<file path="config.mk">
export PLATFORM = sky130hd
export DESIGN_NAME = led_axi_top
export DESIGN_NICKNAME = d
export VERILOG_FILES = /design/src/verilog/led_axi_pkg.sv /design/src/verilog/led_axi_if.sv /design/src/verilog/led_axi_top.sv /design/src/verilog/axi_burst_splitter.sv /design/src/verilog/led_register_file.sv /design/src/verilog/cmd_fifo.sv
export VERILOG_INCLUDE_DIRS = /design/src /design/src/verilog
export SDC_FILE = /design/constraint.sdc
export NUM_CORES = 1
export LEC_CHECK = 0
export BUFFER_PORTS_ARGS = -buffer_cell sky130_fd_sc_hd__buf_2
export CORE_ASPECT_RATIO = 1.2
export CORE_MARGIN = 8
export CORE_UTILIZATION = 64
export DETAILED_ROUTE_END_ITERATION = 6
export GPL_TIMING_DRIVEN = 1
export PLACE_DENSITY_LB_ADDON = 0.1
export SLEW_MARGIN = 20
export SYNTH_ARGS = -nofsm -noshare
export SYNTH_HDL_FRONTEND = slang
export SYNTH_SLANG_ARGS = --single-unit
</file>
<file path="constraint.sdc">
create_clock -name clk -period 7 [get_ports clk]
set_clock_uncertainty 0.05 [all_clocks]
set_input_delay 1.4 -clock clk [delete_from_list [all_inputs] [get_ports clk]]
set_output_delay 1.4 -clock clk [all_outputs]
set_load 0.05 [all_outputs]
</file>
<file path="src/verilog/led_axi_config.svh">
`ifndef LED_AXI_CONFIG_SVH
`define LED_AXI_CONFIG_SVH

// AXI4 bus widths
`define AXI_ADDR_W 32
`define AXI_DATA_W 32
`define AXI_ID_W 4
`define AXI_LEN_W 8

// longest INCR burst accepted, in beats
`define MAX_BURST 16

// pending register commands between splitter and register file
`define CMD_FIFO_DEPTH 4

// register block
`define REG_COUNT 4
`define LED_W 4

`endif
</file>
<file path="src/verilog/led_axi_pkg.sv">
package led_axi_pkg;

`include "led_axi_config.svh"

    typedef logic [`AXI_ADDR_W-1:0]   addr_t; // byte address
    typedef logic [`AXI_DATA_W-1:0]   data_t;
    typedef logic [`AXI_DATA_W/8-1:0] strb_t;
    typedef logic [`AXI_ID_W-1:0]     id_t;
    typedef logic [`AXI_LEN_W-1:0]    len_t;  // beats minus one
    typedef logic [`LED_W-1:0]        led_t;

    // larger code is the worse response
    typedef logic [1:0] resp_t;

    localparam resp_t RESP_OKAY   = 2'd0;
    localparam resp_t RESP_DECERR = 2'd3;

    typedef enum logic [1:0] {
        ST_IDLE,
        ST_WR_BEATS,
        ST_WR_RESP,
        ST_RD_BEATS
    } splitter_state_t;

endpackage

</file>
<file path="src/verilog/led_axi_if.sv">
`timescale 1ns/100ps

// one single-word register command
interface cmd_if import led_axi_pkg::*; ();

    logic  valid;
    logic  ready;
    logic  is_read;
    addr_t addr;
    data_t wdata;
    strb_t wstrb;
    logic  last;    // final beat of the burst

    modport src (
        output valid, is_read, addr, wdata, wstrb, last,
        input  ready
    );

    modport dst (
        input  valid, is_read, addr, wdata, wstrb, last,
        output ready
    );

endinterface

// one response beat back to the splitter
interface rsp_if import led_axi_pkg::*; ();

    logic  valid;
    logic  ready;
    logic  is_read;
    data_t rdata;
    resp_t resp;
    logic  last;

    modport src (
        output valid, is_read, rdata, resp, last,
        input  ready
    );

    modport dst (
        input  valid, is_read, rdata, resp, last,
        output ready
    );

endinterface

</file>
<file path="src/verilog/led_axi_top.sv">
`timescale 1ns/100ps

module led_axi_top import led_axi_pkg::*; (
    input  logic  clk,
    input  logic  reset,

    input  id_t   awid,
    input  addr_t awaddr,
    input  len_t  awlen,
    input  logic  awvalid,
    output logic  awready,

    input  data_t wdata,
    input  strb_t wstrb,
    input  logic  wlast,
    input  logic  wvalid,
    output logic  wready,

    output id_t   bid,
    output resp_t bresp,
    output logic  bvalid,
    input  logic  bready,

    input  id_t   arid,
    input  addr_t araddr,
    input  len_t  arlen,
    input  logic  arvalid,
    output logic  arready,

    output id_t   rid,
    output data_t rdata,
    output resp_t rresp,
    output logic  rlast,
    output logic  rvalid,
    input  logic  rready,

    output led_t  led
);

    cmd_if cmd_in ();  // splitter to fifo
    cmd_if cmd_out (); // fifo to register file
    rsp_if rsp_beat ();

    axi_burst_splitter u_axi_burst_splitter (
        .clk     (clk),
        .reset   (reset),
        .awid    (awid),
        .awaddr  (awaddr),
        .awlen   (awlen),
        .awvalid (awvalid),
        .awready (awready),
        .wdata   (wdata),
        .wstrb   (wstrb),
        .wlast   (wlast),
        .wvalid  (wvalid),
        .wready  (wready),
        .bid     (bid),
        .bresp   (bresp),
        .bvalid  (bvalid),
        .bready  (bready),
        .arid    (arid),
        .araddr  (araddr),
        .arlen   (arlen),
        .arvalid (arvalid),
        .arready (arready),
        .rid     (rid),
        .rdata   (rdata),
        .rresp   (rresp),
        .rlast   (rlast),
        .rvalid  (rvalid),
        .rready  (rready),
        .cmd     (cmd_in.src),
        .rsp     (rsp_beat.dst)
    );

    cmd_fifo u_cmd_fifo (
        .clk   (clk),
        .reset (reset),
        .wr    (cmd_in.dst),
        .rd    (cmd_out.src)
    );

    led_register_file u_led_register_file (
        .clk   (clk),
        .reset (reset),
        .cmd   (cmd_out.dst),
        .rsp   (rsp_beat.src),
        .led   (led)
    );

endmodule

</file>
<file path="src/verilog/axi_burst_splitter.sv">
`timescale 1ns/100ps

`include "led_axi_config.svh"

module axi_burst_splitter import led_axi_pkg::*; (
    input  logic  clk,
    input  logic  reset,

    input  id_t   awid,
    input  addr_t awaddr,
    input  len_t  awlen,
    input  logic  awvalid,
    output logic  awready,

    input  data_t wdata,
    input  strb_t wstrb,
    input  logic  wlast,
    input  logic  wvalid,
    output logic  wready,

    output id_t   bid,
    output resp_t bresp,
    output logic  bvalid,
    input  logic  bready,

    input  id_t   arid,
    input  addr_t araddr,
    input  len_t  arlen,
    input  logic  arvalid,
    output logic  arready,

    output id_t   rid,
    output data_t rdata,
    output resp_t rresp,
    output logic  rlast,
    output logic  rvalid,
    input  logic  rready,

    cmd_if.src    cmd,
    rsp_if.dst    rsp
);

    localparam int CNT_W = $clog2(`MAX_BURST);

    splitter_state_t  state;
    id_t              id_q;
    addr_t            addr_q;      // address of the next beat
    logic [CNT_W-1:0] beats_left;
    logic             rd_issued;   // all read commands pushed
    resp_t            worst_resp;
    resp_t            merged_resp;
    logic             cmd_push;
    logic             wr_rsp_take;

    assign awready = (state == ST_IDLE);
    assign arready = (state == ST_IDLE) && !awvalid; // write wins a tie
    assign wready  = (state == ST_WR_BEATS) && cmd.ready;

    assign cmd.valid   = ((state == ST_WR_BEATS) && wvalid) ||
                         ((state == ST_RD_BEATS) && !rd_issued);
    assign cmd.is_read = (state == ST_RD_BEATS);
    assign cmd.addr    = addr_q;
    assign cmd.wdata   = wdata;
    assign cmd.wstrb   = cmd.is_read ? '0 : wstrb;
    assign cmd.last    = (beats_left == '0);
    assign cmd_push    = cmd.valid && cmd.ready;

    // reads stream straight through, writes collapse into one B beat
    assign rsp.ready   = rsp.is_read ? rready : !bvalid;
    assign wr_rsp_take = rsp.valid && rsp.ready && !rsp.is_read;
    assign merged_resp = (rsp.resp > worst_resp) ? rsp.resp : worst_resp;

    assign rvalid = rsp.valid && rsp.is_read;
    assign rdata  = rsp.rdata;
    assign rresp  = rsp.resp;
    assign rlast  = rsp.last;
    assign rid    = id_q;
    assign bid    = id_q;

    always_ff @(posedge clk) begin
        if (reset) begin
            state      <= ST_IDLE;
            bvalid     <= 1'b0;
            rd_issued  <= 1'b0;
            worst_resp <= RESP_OKAY;
        end else begin
            case (state)
                ST_IDLE: begin
                    if (awvalid) begin
                        state <= ST_WR_BEATS;
                    end else if (arvalid) begin
                        state     <= ST_RD_BEATS;
                        rd_issued <= 1'b0;
                    end
                end
                ST_WR_BEATS: if (cmd_push && cmd.last) state <= ST_WR_RESP;
                ST_WR_RESP: begin
                    if (bvalid && bready) begin
                        bvalid <= 1'b0;
                        state  <= ST_IDLE;
                    end
                end
                ST_RD_BEATS: begin
                    if (cmd_push && cmd.last) rd_issued <= 1'b1;
                    if (rvalid && rready && rlast) state <= ST_IDLE;
                end
                default: state <= ST_IDLE;
            endcase
            if (wr_rsp_take) begin
                if (rsp.last) begin
                    bvalid     <= 1'b1;
                    worst_resp <= RESP_OKAY; // ready for the next burst
                end else begin
                    worst_resp <= merged_resp;
                end
            end
        end
    end

    always_ff @(posedge clk) begin
        if (state == ST_IDLE) begin
            if (awvalid) begin
                id_q       <= awid;
                addr_q     <= awaddr;
                beats_left <= awlen[CNT_W-1:0];
            end else begin
                id_q       <= arid;
                addr_q     <= araddr;
                beats_left <= arlen[CNT_W-1:0];
            end
        end else if (cmd_push) begin
            addr_q     <= addr_q + addr_t'(`AXI_DATA_W / 8);
            beats_left <= beats_left - 1'b1;
        end
        if (wr_rsp_take && rsp.last) bresp <= merged_resp;
    end

    a_b_stable: assert property (@(posedge clk) disable iff (reset)
        bvalid && !bready |=> bvalid && $stable(bid) && $stable(bresp));

    // master's wlast has to agree with the awlen count
    a_wlast_match: assert property (@(posedge clk) disable iff (reset)
        wvalid && wready |-> wlast == (beats_left == '0));

endmodule

</file>
<file path="src/verilog/led_register_file.sv">
`timescale 1ns/100ps

`include "led_axi_config.svh"

module led_register_file import led_axi_pkg::*; (
    input  logic clk,
    input  logic reset,
    cmd_if.dst   cmd,
    rsp_if.src   rsp,
    output led_t led
);

    localparam int IDX_W = $clog2(`REG_COUNT);
    localparam int OFF_W = IDX_W + 2; // byte offset bits of the block

    data_t            regs [`REG_COUNT];
    logic [IDX_W-1:0] idx;
    logic             in_range;
    logic             take;

    assign idx      = cmd.addr[OFF_W-1:2];
    assign in_range = (cmd.addr[`AXI_ADDR_W-1:OFF_W] == '0);

    // one response slot, refilled in the cycle it drains
    assign cmd.ready = !rsp.valid || rsp.ready;
    assign take      = cmd.valid && cmd.ready;

    assign led = regs[0][`LED_W-1:0];

    always_ff @(posedge clk) begin
        if (reset) begin
            for (int i = 0; i < `REG_COUNT; i++) begin
                regs[i] <= '0;
            end
        end else if (take && !cmd.is_read && in_range) begin
            for (int b = 0; b < `AXI_DATA_W / 8; b++) begin
                if (cmd.wstrb[b]) regs[idx][8*b +: 8] <= cmd.wdata[8*b +: 8];
            end
        end
    end

    always_ff @(posedge clk) begin
        if (reset) begin
            rsp.valid <= 1'b0;
        end else if (take) begin
            rsp.valid <= 1'b1;
        end else if (rsp.ready) begin
            rsp.valid <= 1'b0;
        end
    end

    always_ff @(posedge clk) begin
        if (take) begin
            rsp.is_read <= cmd.is_read;
            rsp.last    <= cmd.last;
            rsp.resp    <= in_range ? RESP_OKAY : RESP_DECERR;
            // decode errors read back as zero
            rsp.rdata   <= (cmd.is_read && in_range) ? regs[idx] : '0;
        end
    end

    a_rsp_stable: assert property (@(posedge clk) disable iff (reset)
        rsp.valid && !rsp.ready |=> rsp.valid && $stable(rsp.rdata) &&
        $stable(rsp.resp) && $stable(rsp.last) && $stable(rsp.is_read));

endmodule

</file>
<file path="src/verilog/cmd_fifo.sv">
`timescale 1ns/100ps

`include "led_axi_config.svh"

module cmd_fifo import led_axi_pkg::*; #(
    parameter int DEPTH = `CMD_FIFO_DEPTH
) (
    input  logic clk,
    input  logic reset,
    cmd_if.dst   wr,
    cmd_if.src   rd
);

    localparam int PTR_W = $clog2(DEPTH);
    localparam logic [PTR_W:0] FULL_COUNT = (PTR_W + 1)'(DEPTH);

    logic [PTR_W-1:0] wr_ptr;
    logic [PTR_W-1:0] rd_ptr;
    logic [PTR_W:0]   count;
    logic             push;
    logic             pop;

    logic  mem_is_read [DEPTH];
    addr_t mem_addr    [DEPTH];
    data_t mem_wdata   [DEPTH];
    strb_t mem_wstrb   [DEPTH];
    logic  mem_last    [DEPTH];

    assign wr.ready = (count != FULL_COUNT);
    assign rd.valid = (count != '0);
    assign push     = wr.valid && wr.ready;
    assign pop      = rd.valid && rd.ready;

    // head entry drives the output directly
    assign rd.is_read = mem_is_read[rd_ptr];
    assign rd.addr    = mem_addr[rd_ptr];
    assign rd.wdata   = mem_wdata[rd_ptr];
    assign rd.wstrb   = mem_wstrb[rd_ptr];
    assign rd.last    = mem_last[rd_ptr];

    always_ff @(posedge clk) begin
        if (reset) begin
            wr_ptr <= '0;
            rd_ptr <= '0;
            count  <= '0;
        end else begin
            if (push) wr_ptr <= wr_ptr + 1'b1; // wraps at DEPTH
            if (pop) rd_ptr <= rd_ptr + 1'b1;
            if (push && !pop) count <= count + 1'b1;
            else if (pop && !push) count <= count - 1'b1;
        end
    end

    always_ff @(posedge clk) begin
        if (push) begin
            mem_is_read[wr_ptr] <= wr.is_read;
            mem_addr[wr_ptr]    <= wr.addr;
            mem_wdata[wr_ptr]   <= wr.wdata;
            mem_wstrb[wr_ptr]   <= wr.wstrb;
            mem_last[wr_ptr]    <= wr.last;
        end
    end

    // a write into a full buffer would clobber the stalled head
    a_no_overflow: assert property (@(posedge clk) disable iff (reset)
        rd.valid && !rd.ready |=> rd.valid && $stable(rd.addr) && $stable(rd.wdata) &&
        $stable(rd.wstrb) && $stable(rd.last) && $stable(rd.is_read));

    // pointers and count agree, count never wraps below zero
    a_no_underflow: assert property (@(posedge clk) disable iff (reset)
        count <= FULL_COUNT && wr_ptr == rd_ptr + count[PTR_W-1:0]);

endmodule

</file>
After elaboration in Yosys (flattened, before gate mapping)
Memories as Yosys holds them, arrays and structs flattened. A register that Yosys moved wholly into a read port is not among the register bits.
Index checks and enable logic that the tools add are counted.
W data, S select, Z words.
{ "op_classes": {"n_eq_ne": 11, "muxes": 61, "add_sub_neg": 6, "order_cmp": 1, "n_reduce_logical": 41} }
{ "op_table": {"columns": ["cell", "count"], "rows": [
  ["$mux W32", 4],
  ["$mux W2", 17],
  ["$add A32 B3 Y32 const B", 1],
  ["$reduce_or A32 Y1", 1],
  ["$mux W1", 30],
  ["$logic_not A28 Y1", 1],
  ["$mux W4", 6],
  ["$logic_and A1 B1 Y1", 19],
  ["$logic_not A1 Y1", 9],
  ["$ne A2 B2 Y1 const B", 4],
  ["$pmux W2 S4", 1],
  ["$reduce_and A4 Y1", 2],
  ["$reduce_bool A2 Y1", 4],
  ["$mux W3", 2],
  ["$add A2 B1 Y2 const B", 2],
  ["$eq A2 B2 Y1 const B", 2],
  ["$logic_not A4 Y1", 1],
  ["$ne A2 B1 Y1 const B", 2],
  ["$sub A4 B1 Y4 const B", 1],
  ["$add A3 B1 Y3 const B", 1],
  ["$ne A3 B2 Y1 const B", 1],
  ["$ne A3 B3 Y1 const B", 1],
  ["$reduce_bool A3 Y1", 1],
  ["$sub A3 B1 Y3 const B", 1],
  ["5 further kinds", 6]
]} }
{ "word_totals": {"in_bits": 132, "mem_bits_rw": 408, "ff_bits": 59, "output_inout_bits": 54, "memories": 6} }
{ "mem_list": {"columns": ["name", "words", "width", "read_ports", "rd_ports_with_merged_regs", "write_ports", "line", "source"], "rows": [
  ["u_cmd_fifo.mem_addr", 4, 32, 1, 1, 1, "cmd_fifo.sv:24", "addr_t mem_addr [DEPTH];"],
  ["u_cmd_fifo.mem_wdata", 4, 32, 1, 1, 1, "cmd_fifo.sv:25", "data_t mem_wdata [DEPTH];"],
  ["u_led_register_file.regs", 4, 32, 2, 1, 4, "led_register_file.sv:16", "data_t regs [`REG_COUNT];"],
  ["u_cmd_fifo.mem_wstrb", 4, 4, 1, 1, 1, "cmd_fifo.sv:26", "strb_t mem_wstrb [DEPTH];"],
  ["u_cmd_fifo.mem_is_read", 4, 1, 1, 1, 1, "cmd_fifo.sv:23", "logic mem_is_read [DEPTH];"],
  ["u_cmd_fifo.mem_last", 4, 1, 1, 1, 1, "cmd_fifo.sv:27", "logic mem_last [DEPTH];"]
]} }

Depth between registers and ports, before layout
Gate-level depths: netlist of run 1.
{ "depth": {"word_depth": 11, "ltp_mapped": 11, "ltp_nobuf": 9} }

Cells and area by module
Synthesis of run 1 repeated with hierarchy kept, for this count alone.
{ "unflattened": {"cells_unflattened": 1275, "area_unflattened_um2": 21790.9} }
{ "modules_own_cells": {"columns": ["mod", "area_each_um2", "cells_each", "n_inst"], "rows": [
  ["cmd_fifo", 10640.2, 414, 1],
  ["led_register_file", 7443.4, 455, 1],
  ["axi_burst_splitter", 3707.3, 406, 1]
]} }

Worst setup path before layout of run 1
OpenSTA, ideal clock, no wires.
{ "synth_path": {"path_type": "in2reg", "from": "input rready", "to": "memory u_led_register_file.regs[1][0] (netlist bit), enable pin", "setup_slack_ns": 2.678, "cell_stages": 8, "arrival_ns": 3.960, "path_buffers": 2, "t_required_ns": 6.638, "setup_time_ns": 0.312, "cell_sequence": "nand2_1 -> a31oi_2 -> nor2b_1 -> buf_2 -> and2_1 -> and2b_1 -> buf_2 -> a31o_2"} }
{ "synth_rtl": {"columns": ["element", "line", "source"], "rows": [
  ["start: declaration", "led_axi_top.sv:35", "input logic rready,"],
  ["end: declaration", "led_register_file.sv:16", null]
]} }

==> metrics.txt, run 1 <==
post-synthesis compound-gate area fraction 3.19%; status completed; initial cell density of the core 65.1%; number of buffers on the longest clock path 3; clock latency on the worst-skew pair 0.55 ns; hold violation total from the final report 0; Largest stage delay, worst path 0.77 ns; standard-cell row count 70; total overflow reported by the global router 0; dpl hpwl 24.4 mm; post-synth top area share 71.6%; final net count 1,478; Post-route DRC 0; multiplexer share of the synthesized area 9.27%; width of the die 177 um; synth unique cells 48; max-cap violation count 0; endpoints failing setup 0; Least-Margin Pin Slew 1.07 ns; Setup TNS Final 0 ns; Ports 186; setup repair after global routing missed its margin no; slew margin rel. 28.8%; Synth Area in Simple Gates 10.1%; number of max-slew violations in the final report 0; Final Cycle Share 62.6%; cell with the largest stage delay on the worst path dfxtp_2; Yosys top cell by area edfxtp_1; synthesized area divided by synthesized cell count 16.9 um2; clock tree root buffer cell clkbuf_16; sequential element share of the synthesized area 73.2%; ANT cells 0; post-layout total power 8.03 mW; synth top area cells edfxtp_1, mux4_2, nor3_1; CTS tree built; largest net degree at the start of global routing 74; total via count in the routed design 10,700; chip height 209 um; number of DRC violations after detailed-routing iteration 0 655; most common cell after layout, fill and taps aside edfxtp_1; kind of start point of the critical path register; worst vdd ir 0.264 mV; Synth-to-Final Area Change 13.1%; number of sinks driven by the clock tree 491; post-route minimum period 4.38 ns; clock transition at the registers of the reported paths 0.06 ns; Total Routing Usage GR 20.5%; highest attainable clock frequency 228 MHz; WL per Instance 21.4 um; xor and xnor area share after synthesis 1.54%; share of final-layout standard cells stronger than drive strength 1 26.0%; critical path endpoint category register; maximum level of the CTS H-tree 2; Port-buffer cells 172; post-synthesis instance total 1,179; category of the critical setup timing path reg2reg; maximum net fanout on the critical path 73; signal arrival time at the worst endpoint 4.59 ns; number of buffers inserted during clock tree synthesis 45; DRT Pass-1 Iters 5; number of buffers added for setup after CTS 0; post-synthesis sequential element count 491; Post-Syn Nets 1,319; Core Box Area 30,600 um2; aggregate routed wire length 37.8 mm; routed via count divided by cell count 6.03; crit-path cells buf_4 -> mux4_2 -> nor4_1 -> a211o_2 -> buf_4 -> nor3_1; count of synthesis-stage warnings from yosys 0; # hold bufs at CTS 0; Gates resized, CTS repair 0; power density normalized to cell area 356 nW/um2; commonest cells after routing, fill and taps aside edfxtp_1, buf_2, mux4_2; Tightest Hold Check Type reg2reg; P_leak 7.63 nW; synthesized-area fraction occupied by adder cells 0.540%; layout filler cell count 1,906; cell seen most often among critical-path stages buf_4; largest family of logic cells by synthesized area simple AND/OR/NAND/NOR gates; final estimated routing congestion in global placement 0.778; antenna violations before repair 2; Post-Synthesis Cell Area 19,900 um2; full die area 37,000 um2; global-route wire length before repair 59.2 mm; required time reported for the critical path endpoint 7.21 ns; Final ANT Viol Nets 0; number of global-route vias before repair 11,000
==> sequential cells by signal, summed over array words and instances (netlist names), 16 cells and up, named ones only <==
name / cells
u_axi_burst_splitter.cmd.addr: 30
u_cmd_fifo.mem_addr: 120
u_cmd_fifo.mem_wdata: 128
u_cmd_fifo.mem_wstrb: 16
u_led_register_file.regs: 128
u_led_register_file.rsp.rdata: 32
==> critical path: cells and delay by family, from the launching register on <==
family | cells | cell delay, ns
buf+inv | 2 | 1.21
flops | 1 | 0.77
simple gates | 2 | 0.78
compound gates | 1 | 0.48
mux | 1 | 0.75
==> layout make-up <==
class	count	area, um2	share of cell area, %
timing repair buffer	188	985	4.37
clock inverter	26	272	1.21
clock buffer	55	1210	5.35
tap	396	495	2.20
sequential	491	14600	64.7
inverter	11	41.3	0.183
multi-input combinational	601	4940	21.9
==> metrics by stage <==
stage                     util (%)  worst slack, ns  hold WS, ns  instance area, um2  instances
final                         73.7             2.62        0.420               22500       1768
after global routing          73.7             2.16        0.446               22500       1768
after CTS                     73.7             2.54        0.421               22500       1767
after detailed placement      68.8             2.31        0.407               21000       1686
after global placement        68.8             2.35        0.396               21000       1686
after floorplan                  -             2.68        0.382               19900       1179
==> cell usage after synthesis (all sizes together) <==
library cell  count
a211o             1
a211oi           23
a21boi            1
a21oi            34
a31o             12
a31oi             1
a41o              4
and2             46
and2b             1
and3              2
and4             36
buf              41
clkbuf           35
dfxtp            16
edfxtp          475
fa                1
ha                7
inv              11
mux2              4
mux2i            18
mux4             72
nand2            56
nand2b            2
nand3            12
nand4            18
nor2             67
nor2b            22
nor3             71
nor3b             1
nor4             23
nor4b             3
nor4bb            1
o21a              2
o21ai            17
o22ai             1
o31ai             1
or2               4
or3               2
xnor2            13
xor2             22
==> cell families after synthesis <==
group,Yosys count
xor+xnor,35
flops,491
mux,94
buf+inv,87
compound gates,97
simple gates,367
fa+ha+maj,8
==> power by group <==
part | internal, mW | switching [mW] | leakage [nW]
clock | 1.44 | 1.01 | 0.720
combinational | 0.570 | 1.20 | 2.25
sequential | 3.61 | 0.198 | 4.66
total | 5.62 | 2.41 | 7.63
==> final timing paths <==
check                           slack (ns)  depth (start not counted)                                         endpoint                                       startpoint
worst max-delay path                  2.62                          6     u_led_register_file.regs[0][5]$_SDFFCE_PN0P_                                         register
worst min-delay path                  0.42                          1  u_axi_burst_splitter.worst_resp[1]$_SDFFE_PP0P_  u_axi_burst_splitter.worst_resp[1]$_SDFFE_PP0P_
worst max register to register        2.62                          6     u_led_register_file.regs[0][5]$_SDFFCE_PN0P_                                         register
worst min register to register        0.42                          1  u_axi_burst_splitter.worst_resp[1]$_SDFFE_PP0P_  u_axi_burst_splitter.worst_resp[1]$_SDFFE_PP0P_
==> metal layers <==
layer  vias to the layer above  track usage, %  routed length, um
met1                      5251            25.4              14800
li1                       4959               -                  -
met4                         4            7.69               1130
met3                        82            3.95               2170
met5                         -               0                 28
met2                       360            35.2              19600
Note: power is estimated with default switching activity, not from simulation.
==> inputs of run 2 (changes only) <==
--- a/config.mk
+++ b/config.mk
@@ -6,10 +6,11 @@
 export SDC_FILE = /design/constraint.sdc
 export NUM_CORES = 1
 export LEC_CHECK = 0
+export ABC_AREA = 1
 export BUFFER_PORTS_ARGS = -buffer_cell sky130_fd_sc_hd__buf_2
 export CORE_ASPECT_RATIO = 1.2
 export CORE_MARGIN = 8
-export CORE_UTILIZATION = 64
+export CORE_UTILIZATION = 54
 export DETAILED_ROUTE_END_ITERATION = 6
 export GPL_TIMING_DRIVEN = 1
 export PLACE_DENSITY_LB_ADDON = 0.1
==> constraint.sdc (replaced) <==
create_clock -name clk -period 3.8 [get_ports clk]
set_clock_uncertainty 0.05 [all_clocks]
set_input_delay 0.76 -clock clk [delete_from_list [all_inputs] [get_ports clk]]
set_output_delay 0.76 -clock clk [all_outputs]
set_load 0.05 [all_outputs]
==> run 2 against run 1 <==
  * Sequential power grew 110%
  * Clock-buffer cell count did not move
  * Register-to-register slack worse by 2.2 ns
  * Cell count grew 38%
  * Critical path depth is 3 higher
  * Die area rose by 19%
  * Combinational power grew to 2.8 times the previous value
  * Synthesized cell count rose by 48%
  * Via count is 21% higher
  * Sequential cell count is the same
  * Global-route usage down 1.4 points
  * Clock power grew 84%
  * Critical path type unchanged
  * Largest cell class unchanged
  * Largest power group unchanged
==> metrics.txt, run 2 <==
setup repair after global routing missed its margin no; chip height 228 um; signal arrival time at the worst endpoint 3.52 ns; start point of the worst hold path wdata[28]; clock transition at the registers of the reported paths 0.06 ns; dpl hpwl 28.2 mm; synth top area cells edfxtp_1, nor2_1, o21ai_0; total overflow reported by the global router 0; Post-Syn Nets 1,889; number of buffers added for setup after CTS 0; tightest hold margin 0.367 ns; antenna violations before repair 3; largest net degree at the start of global routing 71; critical path endpoint category register; DRT Pass-1 Iters 5; layout filler cell count 2,992; most frequent cell after synthesis edfxtp_1; number of sinks driven by the clock tree 491; Tightest Hold Check Type in2reg; clock latency on the worst-skew pair 0.56 ns; Post-Synthesis Cell Area 20,300 um2; standard-cell row count 78; post-route minimum period 3.35 ns; required time reported for the critical path endpoint 3.97 ns; most used flip-flop cell after synthesis edfxtp_1; total via count in the routed design 12,900; Ports 186; number of global-route vias before repair 12,800; Int Pwr 11.1 mW; power spent charging and discharging nets 6.21 mW; endpoints failing setup 0; instance count after placement with tap cells included 2,355; maximum level of the CTS H-tree 2; sequential power share 45.3%; max-cap violation count 0; net switching share of the total power 35.9%; Cells on Worst Hold Path 1; Core Box Area 37,500 um2; top flop regs u_cmd_fifo.mem_wdata: 128 flops, u_led_register_file.regs: 128 flops, u_cmd_fifo.mem_addr: 120 flops; aggregate routed wire length 42.3 mm; Gates resized, CTS repair 0; count of synthesis-stage warnings from yosys 0; maximum net fanout on the critical path 41; fraction of registers with async set or reset after synthesis 0%; endpoint of the most critical register-to-register path u_led_register_file.regs[3][12]$_DFFE_PP_; category of the critical setup timing path reg2reg; number of DRC violations after detailed-routing iteration 0 803; number of buffers inserted during clock tree synthesis 48; Final Cycle Share 88.2%; post-synth top area share 70.2%; width of the die 193 um; combinational power share 28.8%; Port-buffer cells 172; Final ANT Viol Nets 0; total area of multi-input combinational cells 4920 um2; Total Routing Usage GR 19.1%; Final Non-Filler Cells 2,447; kind of start point of the critical path register; final net count 2,065; worst vdd ir 0.478 mV; power density normalized to cell area 744 nW/um2; clock tree root buffer cell clkbuf_16; synth unique cells 39; post-synthesis instance total 1,749; most common cell after layout, fill and taps aside edfxtp_1; hold violation total from the final report 0; initial cell density of the core 54.2%; post-synthesis sequential element count 491; share of final-layout standard cells stronger than drive strength 1 15.6%; # hold bufs at CTS 0; status completed; commonest cells after routing, fill and taps aside edfxtp_1, nor2_1, o21ai_0; number of buffers on the longest clock path 3; setup slack, reg-to-reg 0.45 ns; slew margin rel. 37.1%; sequential element share of the synthesized area 71.8%; Least-Margin Pin Slew 0.938 ns; Yosys top cell by area edfxtp_1; area used by sequential logic in the layout 14,600 um2; CTS tree built; proportion of power drawn by the clock network 26.0%; cell depth of the worst flop-to-flop path 9; routed via count divided by cell count 5.27; highest attainable clock frequency 298 MHz; WL per Instance 17.3 um; Hold Crit Endpoint u_cmd_fifo.mem_wdata[2][28]$_DFFE_PP_; Post-route DRC 0; global-route wire length before repair 66.7 mm; P_leak 8.72 nW; Synth-to-Final Area Change 14.7%; number of synthesized flops with an enable pin 475; full die area 44,100 um2; final estimated routing congestion in global placement 0.835; leading cell types by count after synthesis edfxtp_1, nor2_1, o21ai_0; number of max-slew violations in the final report 0; synthesized area divided by synthesized cell count 11.6 um2
-- run 2: cell count changes after synthesis, moves of 22 or more --
| cell | change |
|---|---|
| and4_1 | -36 |
| o22ai_1 | +45 |
| clkbuf_1 | +22 |
| inv_1 | +115 |
| nor2_1 | +377 |
| o21ai_0 | +194 |
| nand2_1 | +127 |
| mux4_2 | -72 |
| a211oi_1 | -22 |
| nor3_1 | -57 |
| nor2b_1 | -22 |
| and2_1 | -46 |
| nand3_1 | +23 |
-- run 2: cell type report --
cell class | instances | area share [%]
well taps | 480 | 2.58
diodes | 4 | 0.0430
clock buffers | 55 | 5.36
flip-flops and latches | 491 | 62.6
clock inverters | 33 | 1.04
repair buffers | 207 | 5.15
multi-input cells | 1047 | 21.1
inverters | 130 | 2.10
-- run 2: through the flow --
stage	setup WS [ns]	cell area (um2)	util [%]	setup TNS (ns)	power, mW
floorplan	-0.624	20300	-	-169.61	11.4
global placement	0.352	21800	58.1	0	12.9
detailed placement	0.310	21800	58.1	0	13.0
CTS	0.356	23300	62.1	0	17.5
global route	0.149	23300	62.1	0	18.3
finish	0.448	23300	62.1	0	17.3
-- run 2: how the worst max path moves through the flow --
stage | startpoint | to | slack (ns) | cells after the start
floorplan | wvalid | u_cmd_fifo.mem_addr[0][10]$_DFFE_PP_ | -0.62 | 4
global placement | rready | u_led_register_file.regs[3][8]$_DFFE_PP_ | 0.35 | 11
detailed placement | rready | u_led_register_file.regs[3][8]$_DFFE_PP_ | 0.31 | 11
CTS | register | u_led_register_file.regs[3][12]$_DFFE_PP_ | 0.36 | 9
global route | register | u_led_register_file.regs[3][18]$_DFFE_PP_ | 0.15 | 9
finish | register | u_led_register_file.regs[3][12]$_DFFE_PP_ | 0.45 | 9
-- run 2: power groups by stage --
stage               sequential [mW]  clock, mW  combinational (mW)
finish                         7.84       4.50                4.98
detailed placement             7.96          0                5.03
CTS                            7.85       4.60                5.05
floorplan                      8.50          0                2.94
global placement               7.92          0                4.95
global route                   7.94       4.79                5.55
-- run 2: critical path: stages, from the launching register on --
cell and delay (ns):
dfxtp_2 0.44, buf_4 0.41, o21ai_0 0.16, o22ai_1 0.33, nor2_2 0.12, o211ai_1 0.13, nand2_2 0.41, o21ai_0 0.50
nand2_1 0.11, inv_1 0.32
-- run 2: routing by layer --
layer	vias to the layer above	global-route usage (%)	routed length (um)
li1	6422	-	-
met1	6083	23.2	17200
met2	325	34.0	21900
met3	77	2.92	2070
met4	0	6.40	1090
met5	-	0	0
-- run 2: cell families (layout without fill, tap and decap cells) --
family / Yosys count / in the layout / synth area share, %
DFF: 491 / 491 / 71.8
AOI/OAI and AO/OA: 316 / 316 / 8.29
buffers and inverters: 211 / 425 / 4.23
adders and majority gates: 8 / 8 / 0.530
other: 0 / 4 / 0
xor gates and xnor gates: 16 / 16 / 0.690
and+or+nand+nor: 707 / 707 / 14.5
